**src/rtl/csi2_pkg.sv**
```systemverilog
package csi2_pkg;

  // ~~~~~~~~~~~~~~~~~~~~~~~~~~~~~~~~~~~~~~~~~~~~~~~~~~~~~~~~~~~~~~~~~~~~~~~~~~
  // Stream and buffer sizing
  // ~~~~~~~~~~~~~~~~~~~~~~~~~~~~~~~~~~~~~~~~~~~~~~~~~~~~~~~~~~~~~~~~~~~~~~~~~~

  localparam int WORD_W       = 32;
  localparam int IN_DEPTH     = 8;   // Also upstream's initial credits.
  localparam int OUT_DEPTH    = 8;
  localparam int SINK_CREDITS = 4;

  localparam logic [5:0] SHORT_DT_MAX = 6'h0F;

  // ~~~~~~~~~~~~~~~~~~~~~~~~~~~~~~~~~~~~~~~~~~~~~~~~~~~~~~~~~~~~~~~~~~~~~~~~~~
  // Header ECC and payload CRC
  // ~~~~~~~~~~~~~~~~~~~~~~~~~~~~~~~~~~~~~~~~~~~~~~~~~~~~~~~~~~~~~~~~~~~~~~~~~~

  // Parity bit k covers the header bits set in ECC_MASK[k].
  localparam logic [5:0][23:0] ECC_MASK = {
    24'hEFFC00,
    24'hDF03F0,
    24'hB8E38E,
    24'h749A6D,
    24'hF2555B,
    24'hF12CB7
  };

  localparam logic [4:0]  ECC_NO_FIX    = 5'h1F;    // Uncorrectable marker.
  localparam logic [15:0] CRC_INIT      = 16'hFFFF;
  localparam logic [15:0] CRC_POLY_REFL = 16'h8408; // 0x1021 bit reversed.

  // ~~~~~~~~~~~~~~~~~~~~~~~~~~~~~~~~~~~~~~~~~~~~~~~~~~~~~~~~~~~~~~~~~~~~~~~~~~
  // Types
  // ~~~~~~~~~~~~~~~~~~~~~~~~~~~~~~~~~~~~~~~~~~~~~~~~~~~~~~~~~~~~~~~~~~~~~~~~~~

  typedef logic [WORD_W-1:0] csi2_word_t;

  typedef struct packed {
    logic [1:0]  rsvd;
    logic [5:0]  ecc;
    logic [15:0] wc;
    logic [1:0]  vc;
    logic [5:0]  dt;
  } csi2_hdr_t;

  typedef enum logic [1:0] {
    REC_HEADER,
    REC_PAYLOAD,
    REC_STATUS
  } csi2_kind_e;

  typedef struct packed {
    csi2_kind_e kind;
    csi2_word_t data;
    logic       ecc_corrected;
    logic       ecc_error;
    logic       crc_error;
  } csi2_rec_t;

endpackage

```
**src/rtl/csi2_credit_fifo.sv**
```systemverilog
`timescale 1ns/1ps

module csi2_credit_fifo #(
  parameter type T            = logic,
  parameter int  DEPTH        = 8,
  parameter int  INIT_CREDITS = 0
)
(
  input  logic clk_i,
  input  logic rst_i,
  input  logic push_valid_i,
  input  T     push_data_i,
  output logic push_credit_o,
  output logic pop_valid_o,
  output T     pop_data_o,
  input  logic pop_credit_i
);

  localparam int AW = (DEPTH > 1) ? $clog2(DEPTH) : 1;
  localparam int NW = $clog2(DEPTH + 1);
  localparam int CW = $clog2(DEPTH + INIT_CREDITS + 1);

  T              mem [DEPTH];
  logic [AW-1:0] wr_ptr;
  logic [AW-1:0] rd_ptr;
  logic [NW-1:0] count;
  logic [CW-1:0] credits;
  logic          pop;

  function automatic logic [AW-1:0] ptr_next(input logic [AW-1:0] ptr);
    if (ptr == AW'(DEPTH - 1))
      return '0;
    return ptr + 1'b1;
  endfunction

  // Sink must take the entry whenever it is shown.
  assign pop         = (count != '0) && (credits != '0);
  assign pop_valid_o = pop;
  assign pop_data_o  = mem[rd_ptr];

  always_ff @(posedge clk_i)
  begin
    if (push_valid_i)
      mem[wr_ptr] <= push_data_i;
  end

  always_ff @(posedge clk_i)
  begin
    if (rst_i)
    begin
      wr_ptr        <= '0;
      rd_ptr        <= '0;
      count         <= '0;
      credits       <= CW'(INIT_CREDITS);
      push_credit_o <= 1'b0;
    end
    else
    begin
      if (push_valid_i)
        wr_ptr <= ptr_next(wr_ptr);
      if (pop)
        rd_ptr <= ptr_next(rd_ptr);
      count         <= count + NW'(push_valid_i) - NW'(pop);
      credits       <= credits + CW'(pop_credit_i) - CW'(pop);
      push_credit_o <= pop;     // Slot freed upstream.
    end
  end

endmodule

```
**src/rtl/csi2_hamming_dec.sv**
```systemverilog
`timescale 1ns/1ps

module csi2_hamming_dec
(
  input  logic                 clk_i,
  input  logic                 rst_i,
  input  logic                 valid_i,
  input  csi2_pkg::csi2_word_t data_i,
  input  logic                 pkt_done_i,
  output logic                 error_o,
  output logic                 error_corrected_o,
  output csi2_pkg::csi2_word_t data_o,
  output logic                 valid_o
);

  import csi2_pkg::*;

  logic [5:0] parity;
  logic [5:0] syndrome_d;
  csi2_word_t data_d;
  logic       valid_d;
  logic       header_passed;
  logic       header_valid;
  logic [4:0] err_pos;
  logic       fixable;
  csi2_word_t fix_mask;

  // Maps a syndrome to the bit in error among bits 0 to 29.
  function automatic logic [4:0] err_bit_pos(input logic [5:0] syn);
    logic [4:0] pos;
    case (syn)
      6'h07:   pos = 5'd0;
      6'h0B:   pos = 5'd1;
      6'h0D:   pos = 5'd2;
      6'h0E:   pos = 5'd3;
      6'h13:   pos = 5'd4;
      6'h15:   pos = 5'd5;
      6'h16:   pos = 5'd6;
      6'h19:   pos = 5'd7;
      6'h1A:   pos = 5'd8;
      6'h1C:   pos = 5'd9;
      6'h23:   pos = 5'd10;
      6'h25:   pos = 5'd11;
      6'h26:   pos = 5'd12;
      6'h29:   pos = 5'd13;
      6'h2A:   pos = 5'd14;
      6'h2C:   pos = 5'd15;
      6'h31:   pos = 5'd16;
      6'h32:   pos = 5'd17;
      6'h34:   pos = 5'd18;
      6'h38:   pos = 5'd19;
      6'h1F:   pos = 5'd20;
      6'h2F:   pos = 5'd21;
      6'h37:   pos = 5'd22;
      6'h3B:   pos = 5'd23;
      6'h01:   pos = 5'd24;
      6'h02:   pos = 5'd25;
      6'h04:   pos = 5'd26;
      6'h08:   pos = 5'd27;
      6'h10:   pos = 5'd28;
      6'h20:   pos = 5'd29;
      default: pos = ECC_NO_FIX;  // Zero or multi-bit.
    endcase
    return pos;
  endfunction

  // ~~~~~~~~~~~~~~~~~~~~~~~~~~~~~~~~~~~~~~~~~~~~~~~~~~~~~~~~~~~~~~~~~~~~~~~~~~
  // Stage 1 forms parity and syndrome
  // ~~~~~~~~~~~~~~~~~~~~~~~~~~~~~~~~~~~~~~~~~~~~~~~~~~~~~~~~~~~~~~~~~~~~~~~~~~

  always_comb
  begin
    for (int k = 0; k < 6; k++)
      parity[k] = ^(data_i[23:0] & ECC_MASK[k]);
  end

  always_ff @(posedge clk_i)
  begin
    data_d     <= data_i;
    syndrome_d <= parity ^ data_i[29:24];
  end

  // ~~~~~~~~~~~~~~~~~~~~~~~~~~~~~~~~~~~~~~~~~~~~~~~~~~~~~~~~~~~~~~~~~~~~~~~~~~
  // Stage 2 corrects the header word
  // ~~~~~~~~~~~~~~~~~~~~~~~~~~~~~~~~~~~~~~~~~~~~~~~~~~~~~~~~~~~~~~~~~~~~~~~~~~

  assign header_valid = valid_d && !header_passed;
  assign err_pos      = err_bit_pos(syndrome_d);
  assign fixable      = header_valid && (err_pos != ECC_NO_FIX);
  assign fix_mask     = fixable ? (csi2_word_t'(1) << err_pos) : '0;

  always_ff @(posedge clk_i)
  begin
    data_o <= data_d ^ fix_mask;
  end

  always_ff @(posedge clk_i)
  begin
    if (rst_i)
    begin
      valid_d           <= 1'b0;
      valid_o           <= 1'b0;
      header_passed     <= 1'b0;
      error_o           <= 1'b0;
      error_corrected_o <= 1'b0;
    end
    else
    begin
      valid_d <= valid_i;
      valid_o <= valid_d;
      if (header_valid)
      begin
        header_passed     <= 1'b1;
        error_o           <= (syndrome_d != 6'd0);
        error_corrected_o <= fixable;
      end
      else if (pkt_done_i)
      begin
        header_passed     <= 1'b0;  // Next word is a header.
        error_o           <= 1'b0;
        error_corrected_o <= 1'b0;
      end
    end
  end

endmodule

```
**src/rtl/csi2_crc16.sv**
```systemverilog
`timescale 1ns/1ps

module csi2_crc16
(
  input  logic                 clk_i,
  input  logic                 rst_i,
  input  logic                 clear_i,
  input  logic                 valid_i,
  input  csi2_pkg::csi2_word_t data_i,
  output logic [15:0]          crc_o
);

  import csi2_pkg::*;

  logic [15:0] crc_q;
  logic [15:0] crc_next;

  // Bits 0 to 31 in order is low byte first, LSB first.
  always_comb
  begin
    crc_next = crc_q;
    for (int i = 0; i < WORD_W; i++)
    begin
      if (crc_next[0] ^ data_i[i])
        crc_next = (crc_next >> 1) ^ CRC_POLY_REFL;
      else
        crc_next = crc_next >> 1;
    end
  end

  always_ff @(posedge clk_i)
  begin
    if (rst_i || clear_i)
      crc_q <= CRC_INIT;
    else if (valid_i)
      crc_q <= crc_next;   // One word per cycle.
  end

  assign crc_o = crc_q;

endmodule

```
**src/rtl/csi2_pkt_ctrl.sv**
```systemverilog
`timescale 1ns/1ps

module csi2_pkt_ctrl
(
  input  logic                 clk_i,
  input  logic                 rst_i,
  input  logic                 word_valid_i,
  input  csi2_pkg::csi2_word_t word_data_i,
  output logic                 word_credit_o,
  output logic                 dec_valid_o,
  output csi2_pkg::csi2_word_t dec_data_o,
  output logic                 pkt_done_o,
  input  logic                 dec_valid_i,
  input  csi2_pkg::csi2_word_t dec_data_i,
  input  logic                 ecc_error_i,
  input  logic                 ecc_corrected_i,
  output logic                 crc_clear_o,
  output logic                 crc_valid_o,
  input  logic [15:0]          crc_i,
  output logic                 rec_valid_o,
  output csi2_pkg::csi2_rec_t  rec_o,
  input  logic                 slot_credit_i
);

  import csi2_pkg::*;

  localparam int SW = $clog2(OUT_DEPTH + 1);

  typedef enum logic [1:0] {IDLE, HDR_WAIT, PAYLOAD, CRC} state_e;

  state_e        state;
  csi2_hdr_t     hdr;
  logic [13:0]   n_words;
  logic [13:0]   words_left;
  logic [14:0]   grants_left;
  logic [14:0]   pops_left;
  logic [SW-1:0] free_slots;
  logic          grant;
  logic          hdr_done;
  logic          hdr_long;
  logic          pkt_end;
  logic          dec_last;

  assign hdr         = dec_data_i;
  assign n_words     = hdr.wc[15:2];
  assign hdr_done    = dec_valid_i && (state == HDR_WAIT);
  assign hdr_long    = (hdr.dt > SHORT_DT_MAX) && !(ecc_error_i && !ecc_corrected_i);
  assign pkt_end     = dec_valid_i && (state == CRC);
  assign grant       = (grants_left != '0) && (free_slots != '0);
  assign crc_clear_o = hdr_done;
  assign crc_valid_o = dec_valid_i && (state == PAYLOAD);

  // ~~~~~~~~~~~~~~~~~~~~~~~~~~~~~~~~~~~~~~~~~~~~~~~~~~~~~~~~~~~~~~~~~~~~~~~~~~
  // Input credits, output slot reservation and decoder feed
  // ~~~~~~~~~~~~~~~~~~~~~~~~~~~~~~~~~~~~~~~~~~~~~~~~~~~~~~~~~~~~~~~~~~~~~~~~~~

  always_ff @(posedge clk_i)
  begin
    if (rst_i)
    begin
      word_credit_o <= 1'b0;
      free_slots    <= SW'(OUT_DEPTH);
      grants_left   <= 15'd1;   // Room for the first header.
      pops_left     <= '0;
      dec_valid_o   <= 1'b0;
      dec_last      <= 1'b0;
      pkt_done_o    <= 1'b0;
    end
    else
    begin
      word_credit_o <= grant;
      free_slots    <= free_slots - SW'(grant) + SW'(slot_credit_i);
      if (hdr_done)
        grants_left <= hdr_long ? {1'b0, n_words} + 15'd1 : 15'd1;
      else if (pkt_end)
        grants_left <= 15'd1;
      else if (grant)
        grants_left <= grants_left - 1'b1;
      if (hdr_done && hdr_long)
        pops_left <= {1'b0, n_words} + 15'd1;
      else if (word_valid_i && (pops_left != '0))
        pops_left <= pops_left - 1'b1;
      dec_valid_o <= word_valid_i;
      dec_last    <= word_valid_i && (pops_left == 15'd1);
      pkt_done_o  <= (dec_valid_o && dec_last) || (hdr_done && !hdr_long);
    end
  end

  always_ff @(posedge clk_i)
  begin
    dec_data_o <= word_data_i;
  end

  // ~~~~~~~~~~~~~~~~~~~~~~~~~~~~~~~~~~~~~~~~~~~~~~~~~~~~~~~~~~~~~~~~~~~~~~~~~~
  // Packet FSM, stepped by decoded words
  // ~~~~~~~~~~~~~~~~~~~~~~~~~~~~~~~~~~~~~~~~~~~~~~~~~~~~~~~~~~~~~~~~~~~~~~~~~~

  always_ff @(posedge clk_i)
  begin
    if (rst_i)
    begin
      state      <= IDLE;
      words_left <= '0;
    end
    else
    begin
      case (state)
        IDLE:
          if (word_valid_i)
            state <= HDR_WAIT;
        HDR_WAIT:
          if (dec_valid_i)
          begin
            words_left <= n_words;
            if (!hdr_long)
              state <= IDLE;      // Short or uncorrectable.
            else if (n_words == '0)
              state <= CRC;
            else
              state <= PAYLOAD;
          end
        PAYLOAD:
          if (dec_valid_i)
          begin
            words_left <= words_left - 1'b1;
            if (words_left == 14'd1)
              state <= CRC;
          end
        CRC:
          if (dec_valid_i)
            state <= IDLE;
        default:
          state <= IDLE;
      endcase
    end
  end

  always_ff @(posedge clk_i)
  begin
    if (rst_i)
      rec_valid_o <= 1'b0;
    else
      rec_valid_o <= dec_valid_i;
  end

  always_ff @(posedge clk_i)
  begin
    rec_o.kind          <= REC_PAYLOAD;
    rec_o.data          <= dec_data_i;
    rec_o.ecc_corrected <= 1'b0;
    rec_o.ecc_error     <= 1'b0;
    rec_o.crc_error     <= 1'b0;
    case (state)
      HDR_WAIT:
      begin
        rec_o.kind          <= REC_HEADER;
        rec_o.ecc_corrected <= ecc_corrected_i;
        rec_o.ecc_error     <= ecc_error_i;
      end
      CRC:
      begin
        rec_o.kind      <= REC_STATUS;
        rec_o.data      <= {crc_i, dec_data_i[15:0]};  // Computed over received.
        rec_o.crc_error <= (crc_i != dec_data_i[15:0]);
      end
      default:
        rec_o.kind <= REC_PAYLOAD;
    endcase
  end

endmodule

```
**src/rtl/csi2_rx_top.sv**
```systemverilog
`timescale 1ns/1ps

module csi2_rx_top
(
  input  logic                 clk_i,
  input  logic                 rst_i,
  input  logic                 in_valid_i,
  input  csi2_pkg::csi2_word_t in_data_i,
  output logic                 in_credit_o,
  output logic                 out_valid_o,
  output csi2_pkg::csi2_rec_t  out_rec_o,
  input  logic                 out_credit_i
);

  import csi2_pkg::*;

  logic        word_valid;
  csi2_word_t  word_data;
  logic        word_credit;
  logic        dec_in_valid;
  csi2_word_t  dec_in_data;
  logic        pkt_done;
  logic        dec_out_valid;
  csi2_word_t  dec_out_data;
  logic        ecc_error;
  logic        ecc_corrected;
  logic        crc_clear;
  logic        crc_valid;
  logic [15:0] crc;
  logic        rec_valid;
  csi2_rec_t   rec;
  logic        slot_credit;

  csi2_credit_fifo #(
    .T            ( csi2_word_t   ),
    .DEPTH        ( IN_DEPTH      ),
    .INIT_CREDITS ( 0             )
  ) u_in_fifo (
    .clk_i         ( clk_i         ),
    .rst_i         ( rst_i         ),
    .push_valid_i  ( in_valid_i    ),
    .push_data_i   ( in_data_i     ),
    .push_credit_o ( in_credit_o   ),
    .pop_valid_o   ( word_valid    ),
    .pop_data_o    ( word_data     ),
    .pop_credit_i  ( word_credit   )
  );

  csi2_hamming_dec u_hamming_dec (
    .clk_i             ( clk_i         ),
    .rst_i             ( rst_i         ),
    .valid_i           ( dec_in_valid  ),
    .data_i            ( dec_in_data   ),
    .pkt_done_i        ( pkt_done      ),
    .error_o           ( ecc_error     ),
    .error_corrected_o ( ecc_corrected ),
    .data_o            ( dec_out_data  ),
    .valid_o           ( dec_out_valid )
  );

  csi2_crc16 u_crc16 (
    .clk_i   ( clk_i        ),
    .rst_i   ( rst_i        ),
    .clear_i ( crc_clear    ),
    .valid_i ( crc_valid    ),
    .data_i  ( dec_out_data ),
    .crc_o   ( crc          )
  );

  csi2_pkt_ctrl u_pkt_ctrl (
    .clk_i           ( clk_i         ),
    .rst_i           ( rst_i         ),
    .word_valid_i    ( word_valid    ),
    .word_data_i     ( word_data     ),
    .word_credit_o   ( word_credit   ),
    .dec_valid_o     ( dec_in_valid  ),
    .dec_data_o      ( dec_in_data   ),
    .pkt_done_o      ( pkt_done      ),
    .dec_valid_i     ( dec_out_valid ),
    .dec_data_i      ( dec_out_data  ),
    .ecc_error_i     ( ecc_error     ),
    .ecc_corrected_i ( ecc_corrected ),
    .crc_clear_o     ( crc_clear     ),
    .crc_valid_o     ( crc_valid     ),
    .crc_i           ( crc           ),
    .rec_valid_o     ( rec_valid     ),
    .rec_o           ( rec           ),
    .slot_credit_i   ( slot_credit   )
  );

  csi2_credit_fifo #(
    .T            ( csi2_rec_t    ),
    .DEPTH        ( OUT_DEPTH     ),
    .INIT_CREDITS ( SINK_CREDITS  )
  ) u_out_fifo (
    .clk_i         ( clk_i         ),
    .rst_i         ( rst_i         ),
    .push_valid_i  ( rec_valid     ),
    .push_data_i   ( rec           ),
    .push_credit_o ( slot_credit   ),
    .pop_valid_o   ( out_valid_o   ),
    .pop_data_o    ( out_rec_o     ),
    .pop_credit_i  ( out_credit_i  )
  );

endmodule

```
**config.mk**
```make
export PLATFORM = sky130hd
export DESIGN_NAME = csi2_rx_top
export DESIGN_NICKNAME = d
export VERILOG_FILES = /design/src/rtl/csi2_pkg.sv /design/src/rtl/csi2_credit_fifo.sv /design/src/rtl/csi2_hamming_dec.sv /design/src/rtl/csi2_crc16.sv /design/src/rtl/csi2_pkt_ctrl.sv /design/src/rtl/csi2_rx_top.sv
export SDC_FILE = /design/constraint.sdc
export NUM_CORES = 1
export LEC_CHECK = 0
export BUFFER_PORTS_ARGS = -buffer_cell sky130_fd_sc_hd__buf_2
export CORE_AREA = 3 3 171 339
export DETAILED_ROUTE_END_ITERATION = 16
export DIE_AREA = 0 0 174 342
export HOLD_SLACK_MARGIN = 0.15
export PLACE_DENSITY = 0.75
export SYNTH_ARGS = -nofsm -noshare
export SYNTH_HDL_FRONTEND = slang
export SYNTH_HIERARCHICAL = 1
export SYNTH_SLANG_ARGS = --single-unit
```
**constraint.sdc**
```tcl
create_clock -name clk_i -period 4 [get_ports clk_i]
set_input_delay 0.6 -clock clk_i [delete_from_list [all_inputs] [get_ports clk_i]]
set_output_delay 0.6 -clock clk_i [all_outputs]
set_load 0.1 [all_outputs]
```
==> results of run 1 <==
[cells in the mapped netlist (all sizes together), types with 5 or more instances]
library cell and number:
mux4 138, clkbuf 43, o221ai 8, ha 39
a21oi 64, a31oi 12, or2 5, o21a 5
a31o 6, and2 12, buf 41, o22ai 11
mux2i 9, nand2 77, xor2 32, nand3b 6
xor3 7, nand2b 19, a22oi 5, or3 12
nor3b 6, mux2 83, nor3 37, xnor3 25
inv 55, or3b 7, o21ai 43, nor2 101
a221oi 9, nand4 17, o211ai 8, dfxtp 256
a211oi 10, a21o 5, o31ai 5, fa 5
edfxtp 552, nor2b 23, xnor2 144, or4 14
nor4 24, nand3 34
[worst paths after layout]
| kind | end | depth (start not counted) | from | slack (ns) |
|---|---|---|---|---|
| worst max-delay path | out_rec_o[31] | 4 | register | 0.66 |
| worst min-delay path | u_in_fifo/mem[0][22] | 1 | in_data_i[22] | 0.27 |
| worst max register to register | u_pkt_ctrl/free_slots[2] | 10 | u_pkt_ctrl/grants_left[4] | 0.73 |
| worst min register to register | u_hamming_dec/data_d[30] | 0 | u_pkt_ctrl/dec_data_o[30] | 0.33 |
[routing by layer]
| metal | vias up | wire length, um |
|---|---|---|
| met1 | 9023 | 24100 |
| met3 | 179 | 2860 |
| met4 | 0 | 3140 |
| met2 | 525 | 40000 |
| met5 | - | 0 |
| li1 | 8131 | - |
[layout make-up]
class | instances | area [um^2] | area share, %
antenna | 1 | 2.50 | 0.00680
tap | 744 | 931 | 2.53
multi-input combinational | 1111 | 11000 | 29.8
timing repair buffer | 112 | 671 | 1.82
clock buffer | 88 | 1880 | 5.11
sequential | 808 | 21700 | 59.0
clock inverter | 37 | 409 | 1.11
inverter | 55 | 206 | 0.561
[sequential cells by signal, summed over array words and instances (netlist names), 16 cells and up, named ones only]
name and cells:
u_pkt_ctrl/rec_o 37, u_out_fifo/mem 296, u_in_fifo/mem 256, u_crc16/crc_o 16, u_hamming_dec/data_d 32, u_hamming_dec/data_o 32, u_pkt_ctrl/dec_data_o 32
[through the flow]
step | area [um^2] | hold slack (ns) | worst slack (ns) | cells
after floorplan | 33200 | 0.310 | 0.421 | 2058
after global placement | 34500 | 0.319 | 0.788 | 2830
after detailed placement | 34500 | 0.312 | 0.737 | 2830
after CTS | 36800 | 0.237 | 0.601 | 2955
after global routing | 36800 | 0.269 | 0.516 | 2955
final | 36800 | 0.271 | 0.656 | 2956
[logic make-up after synthesis]
kind of cell | count (synthesis) | synth area share [%]
AOI/OAI and AO/OA | 227 | 4.63
xor gates and xnor gates | 208 | 7.25
adders and majority gates | 44 | 1.77
buffers and inverters | 139 | 1.99
DFF | 808 | 65.3
muxes | 230 | 12.9
and+or+nand+nor | 402 | 6.14
==> run summary, run 1 <==
The share of flip-flops with an asynchronous set or reset is 0%. The core region is 55600 um^2. The global-route congestion overflow total is 0. The maximum fanout encountered on the critical timing path came out at 52. Among cell families on the critical path, the largest total delay comes from multiplexers. In the global route stage, met3 resource usage came out at 3.25%. Data arrives at the worst endpoint at 2.74 ns. The global-route wire length before repair is 109000 um. The DRC violation count after routing is 0. The detailed placement HPWL is 46800 um. The worst setup path is of the register to output pin kind.

The quantity of I/O buffers inserted on ports came out at 74. The run finished with clean final reports. The number of failing hold endpoints at the final stage is 0. The maximum root-to-sink buffer count came out at 3. Adding up every negative setup slack in the final design gives 0 ns. The via count of the first global-routing pass came out at 18719. The final core utilization is 66.2%. The gate count after technology mapping came out at 2058. The number of distinct standard cells referenced by the synthesized netlist is 82. The number of placement rows came out at 122. The post-layout minimum cycle time came out at 3.34 ns. The count of nets left with antenna violations after detail routing came out at 0. The total buffers and inverters traversed by the critical path is 2. Counting flops and latches in the post-synthesis netlist gives 808. The global routing stage identified its most utilized layer as met2. Setup repair after global routing left no endpoint under its margin. After synthesis the cells add up to 33200 um^2. The top cell types in the final layout, fill and taps aside, are sky130_fd_sc_hd__edfxtp_1 (552), sky130_fd_sc_hd__dfxtp_1 (251), sky130_fd_sc_hd__xnor2_1 (132). The overall routing resource usage is 23.9%. The area added between synthesis and finish came out at 10.7%. The number of vias after detailed routing came out at 17858. Measured against its own limit, the worst slew margin works out to 31.1%. Entering global routing, the biggest net connects 65 pins.

The setup skew after layout came out at 0.0175 ns. The final max-slew violation count is 0. Sequential cells were found to cover 65.3% of the synthesized design area.

The final net count came out at 2236. Gates resized during post-CTS repair numbered 0. The worst setup path is launched from a register. The fraction of met1 tracks used by global routing is 25.3%. The first-pass detailed-route iteration total is 5.

For the pin with the worst max-slew slack, the measured transition is 1.03 ns. The number of buffers created by CTS is 68. The global-route track usage on met2 came out at 46.5%. In this design, the stage delay of the slowest critical-path cell is 0.57 ns.

The first routing iteration left 1129 violations. The die footprint is 59500 um^2. The initial antenna violation count came out at 0. The min-delay analysis places its worst path in the category input port to register. The top-level port count came out at 75. The count of hold buffers inserted by post-cts repair is 0.

The mean instance size in the synthesized netlist is 16.1 um^2. The starting density of the core came out at 59.8%. The last weighted congestion value of the routability-driven placer is 0.927.

The slowest stage of the critical path belongs to the cell sky130_fd_sc_hd__mux4_2. The count of filler cells inserted in the layout is 3801. The cell accounting for the most synthesized area is sky130_fd_sc_hd__edfxtp_1. Leaving out fill and tap cells, the most frequent cell in the layout is sky130_fd_sc_hd__edfxtp_1. The number of setup buffers added after CTS is 0. The area fraction of the dominant cell type after synthesis came out at 49.9%. The ratio of cells with drive above 1 in the final layout is 20.9%. In the post-synthesis netlist, the biggest area contributors are sky130_fd_sc_hd__edfxtp_1 (50%), sky130_fd_sc_hd__dfxtp_1 (15%), sky130_fd_sc_hd__mux4_2 (6.6%). The floorplan die height is 342 um. Traced cell by cell, the critical path runs through buf_12, mux4_2, mux2_2, buf_2. The final routed wirelength across all metal layers came out at 70200 um. The detail-routed net length per standard cell is 23.7 um.

The number of H-tree branching levels is 3. The critical path required time came out at 3.40 ns. In this run the clock root is driven by a sky130_fd_sc_hd__clkbuf_16. The kind of capture point of the worst setup path is an output pin. The total clock sinks came out at 808. Clock-pin slew was measured on the worst setup and hold paths at 0.07 ns.

The net count after synthesis came out at 2138. Setup violations remaining at the end of the flow were counted as 0. The max-cap violation count came out at 0. The share of the cycle needed by the critical path after routing came out at 83.6%. Derived from the worst setup path, the maximum achievable clock frequency is 299 MHz. Counting flops with a built-in enable in the synthesized netlist gives 552. TritonCTS built the clock tree. The vias per cell came out at 6.04.

The worst-skew pair later-pin latency is 0.60 ns. The number of warnings issued by yosys came out at 6. The horizontal die dimension is 174 um. Among all flip-flop cells after synthesis, the most frequent one is sky130_fd_sc_hd__edfxtp_1.
Power of run 1 is left out: the tool's default activity adds up to more than one toggle a clock period on the data nets, which glitch-free logic cannot reach.
==> run 2, diff against run 1 <==
clock period = 3.25 ns   (was 4 ns; I/O delays follow)
==> run 2 against run 1 <==
Net effect: non-clock buffer count is 37 higher; hold slack worse by 0.095 ns; clock skew is 0.0056 ns higher; register-to-register slack worse by 0.45 ns; first-iteration DRC count hardly changed; highest routed layer unchanged; core utilization is 0.48 points higher; clock-buffer cell count stayed put; global-route usage is 0.59 points higher; die area stayed put.
==> run summary, run 2 (synthesized netlist as in run 1, its figures left out) <==
The final routed wirelength across all metal layers came to 72100 um (+2.8%). The max-cap violation count is 0 (unchanged). The total clock sinks is 808 (unchanged). The first-pass detailed-route iteration total came out at 5 (unchanged).

The number of failing hold endpoints at the final stage came to 0 (unchanged). The placed cell count came out at 2841 (+0.39%). The maximum fanout encountered on the critical timing path came out at 34 (-35%). The cell with the largest stage delay on the worst path is sky130_fd_sc_hd__mux4_2. The startpoint of the most critical register-to-register path is u_pkt_ctrl/dec_data_o[6]. The final core utilization came out at 66.7% (+0.48 points).

The number of H-tree branching levels was 3 (unchanged). The post-cts repair resize count came out at 0 (unchanged). The number of buffers created by CTS came to 68 (unchanged). The ratio of cells with drive above 1 in the final layout came out at 21.3% (+0.46 points). The final max-slew violation count was 0 (unchanged). The critical path launch point type is a register. The number of vias after detailed routing came out at 18028 (+0.95%). The maximum root-to-sink buffer count is 3 (unchanged).

The worst slack at placement was 0.358 ns (-0.378 ns). The data arrival time of the critical path is 2.59 ns (-0.15 ns). The worst-skew pair later-pin latency came to 0.60 ns (about the same). The endpoint identified for the worst register-to-register timing path is u_hamming_dec/err_pos[4]. The most flop-heavy register is u_out_fifo/mem.

The highest clock rate is 325 MHz. The global-route wire length before repair came out at 111000 um (+1.5%). The initial antenna violation count is 0 (unchanged). The floorplan core area came out at 55600 um^2 (unchanged). In this run the most critical hold path is launched from in_data_i[16]. Leaving out fill and tap cells, the most frequent cell in the layout is sky130_fd_sc_hd__edfxtp_1. The cell sitting at the root of the clock tree is a sky130_fd_sc_hd__clkbuf_16. The number of cells on the worst hold path is 1 (unchanged). The DRC violation count after routing is 0 (unchanged). In the final layout, the registers with the most flip-flops are u_out_fifo/mem (296), u_in_fifo/mem (256), u_pkt_ctrl/rec_o (37). The share of the cycle needed by the critical path after routing came out at 94.8%.

The number of placement rows came out at 122 (unchanged). The flop-to-flop setup slack came out at 0.28 ns (-0.45 ns). The count of routing violations after the opening detailed-route iteration is 1130 (+0.089%). The normalized max-slew margin was 26.7% (-4.4 points). The global-route congestion overflow total was 0 (unchanged). The via count of the first global-routing pass is 18876 (+0.84%). The last weighted congestion value of the routability-driven placer is 0.954 (+2.9%). The critical path required time is 2.76 ns (-0.64 ns). The setup-violating endpoint count in the final report is 0 (unchanged). The final critical-path setup slack came out at 0.170 ns (-0.486 ns).

The count of nets left with antenna violations after detail routing is 0 (unchanged). The detail-routed net length per standard cell came out at 24.1 um (+1.6%). The die footprint was 59500 um^2 (unchanged). The quantity of I/O buffers inserted on ports came to 74 (unchanged). The flow ran to the end, and the final reports show no timing, DRC or antenna violations. Setup repair after global routing left no endpoint under its margin. The actual transition at the worst max-transition pin is 1.10 ns (+0.0659 ns). The setup path with the least slack is of type register to output pin.

The sum of negative setup slack is 0 ns (unchanged). The type of the most critical hold path is input port to register. The post-layout minimum cycle time is 3.08 ns. The final net count came out at 2273 (+1.7%). Walking the worst path, the cells encountered are buf_12, mux4_2, mux2_2, buf_2. The vias per cell is 6.03 (-0.26%). The floorplan die height is 342 um (unchanged). The overall routing resource usage is 24.5% (+0.59 points). The starting density of the core is 59.8% (unchanged).

The final non-filler cell total is 2992 (+1.2%). The count of filler cells inserted in the layout is 3760 (-1.1%). The worst reg2reg path depth came to 9 (-1). The kind of capture point of the worst setup path is an output pin. The CTS clock-pin slew for the worst setup and hold paths is 0.06 ns (about the same). The top-level port count is 75 (unchanged). The largest incremental delay on the critical path is 0.55 ns (-0.02 ns). The area added between synthesis and finish is 11.5%. The horizontal die dimension is 174 um (unchanged). In the layout the commonest cells are sky130_fd_sc_hd__edfxtp_1 (552), sky130_fd_sc_hd__dfxtp_1 (251), sky130_fd_sc_hd__xnor2_1 (132). The detailed placement HPWL came out at 47000 um (+0.61%).

The worst min-delay path endpoint is u_in_fifo/mem[7][16]. The clock tree from TritonCTS is built. The number of flip-flops under the largest register name is 296 (unchanged).

The number of antenna diodes is 0 (-1). The setup skew after layout came to 0.0230 ns (+0.00555 ns). The total setup buffers inserted after CTS came out at 0 (unchanged).

The largest net degree at the start of global routing came out at 66 (+1.5%).
run 2: layout make-up:
cell class	instances	area [um^2]	area share (%)
timing repair buffer	149	1050	2.84
inverter	55	206	0.557
multi-input combinational	1111	11000	29.6
sequential	808	21700	58.6
tap	744	931	2.51
clock buffer	88	1880	5.07
clock inverter	37	289	0.780
run 2: what timing repair did:
action	in CTS	in global routing
hold buffers	26	0
setup endpoints to repair	0	0
hold endpoints to repair	183	0
run 2: per-stage QoR:
stage               area [um^2]  hold WS, ns
finish                    37100        0.175
global placement          34600        0.316
detailed placement        34600        0.315
floorplan                 33200        0.310
CTS                       37100        0.150
global route              37100        0.160
run 2: worst max path at each step:
stage                                          from                  endpoint  slack, ns
after floorplan                          in_valid_i       u_in_fifo/mem[0][0]     0.0007
after global placement     u_pkt_ctrl/dec_data_o[6]  u_hamming_dec/err_pos[4]       0.38
after detailed placement  u_pkt_ctrl/dec_data_o[21]  u_hamming_dec/err_pos[4]       0.36
after CTS                                  register             out_rec_o[34]       0.11
after global routing                       register             out_rec_o[34]       0.04
final                                      register             out_rec_o[29]       0.17
run 2: metal layers:
layer | GRT usage (%) | up-vias | wire length, um
met1 | 25.6 | 9150 | 24600
met3 | 2.93 | 165 | 2550
met2 | 47.7 | 506 | 41300
li1 | - | 8207 | -
met4 | 12.3 | 0 | 3750
met5 | 0 | - | 0
run 2: critical path: cells and delay by family, from the launching register on:
family | cells | cell delay, ns
buffers and inverters | 2 | 0.60
flip-flops | 1 | 0.50
multiplexers | 2 | 0.85
Power of run 2 is left out for the same reason.
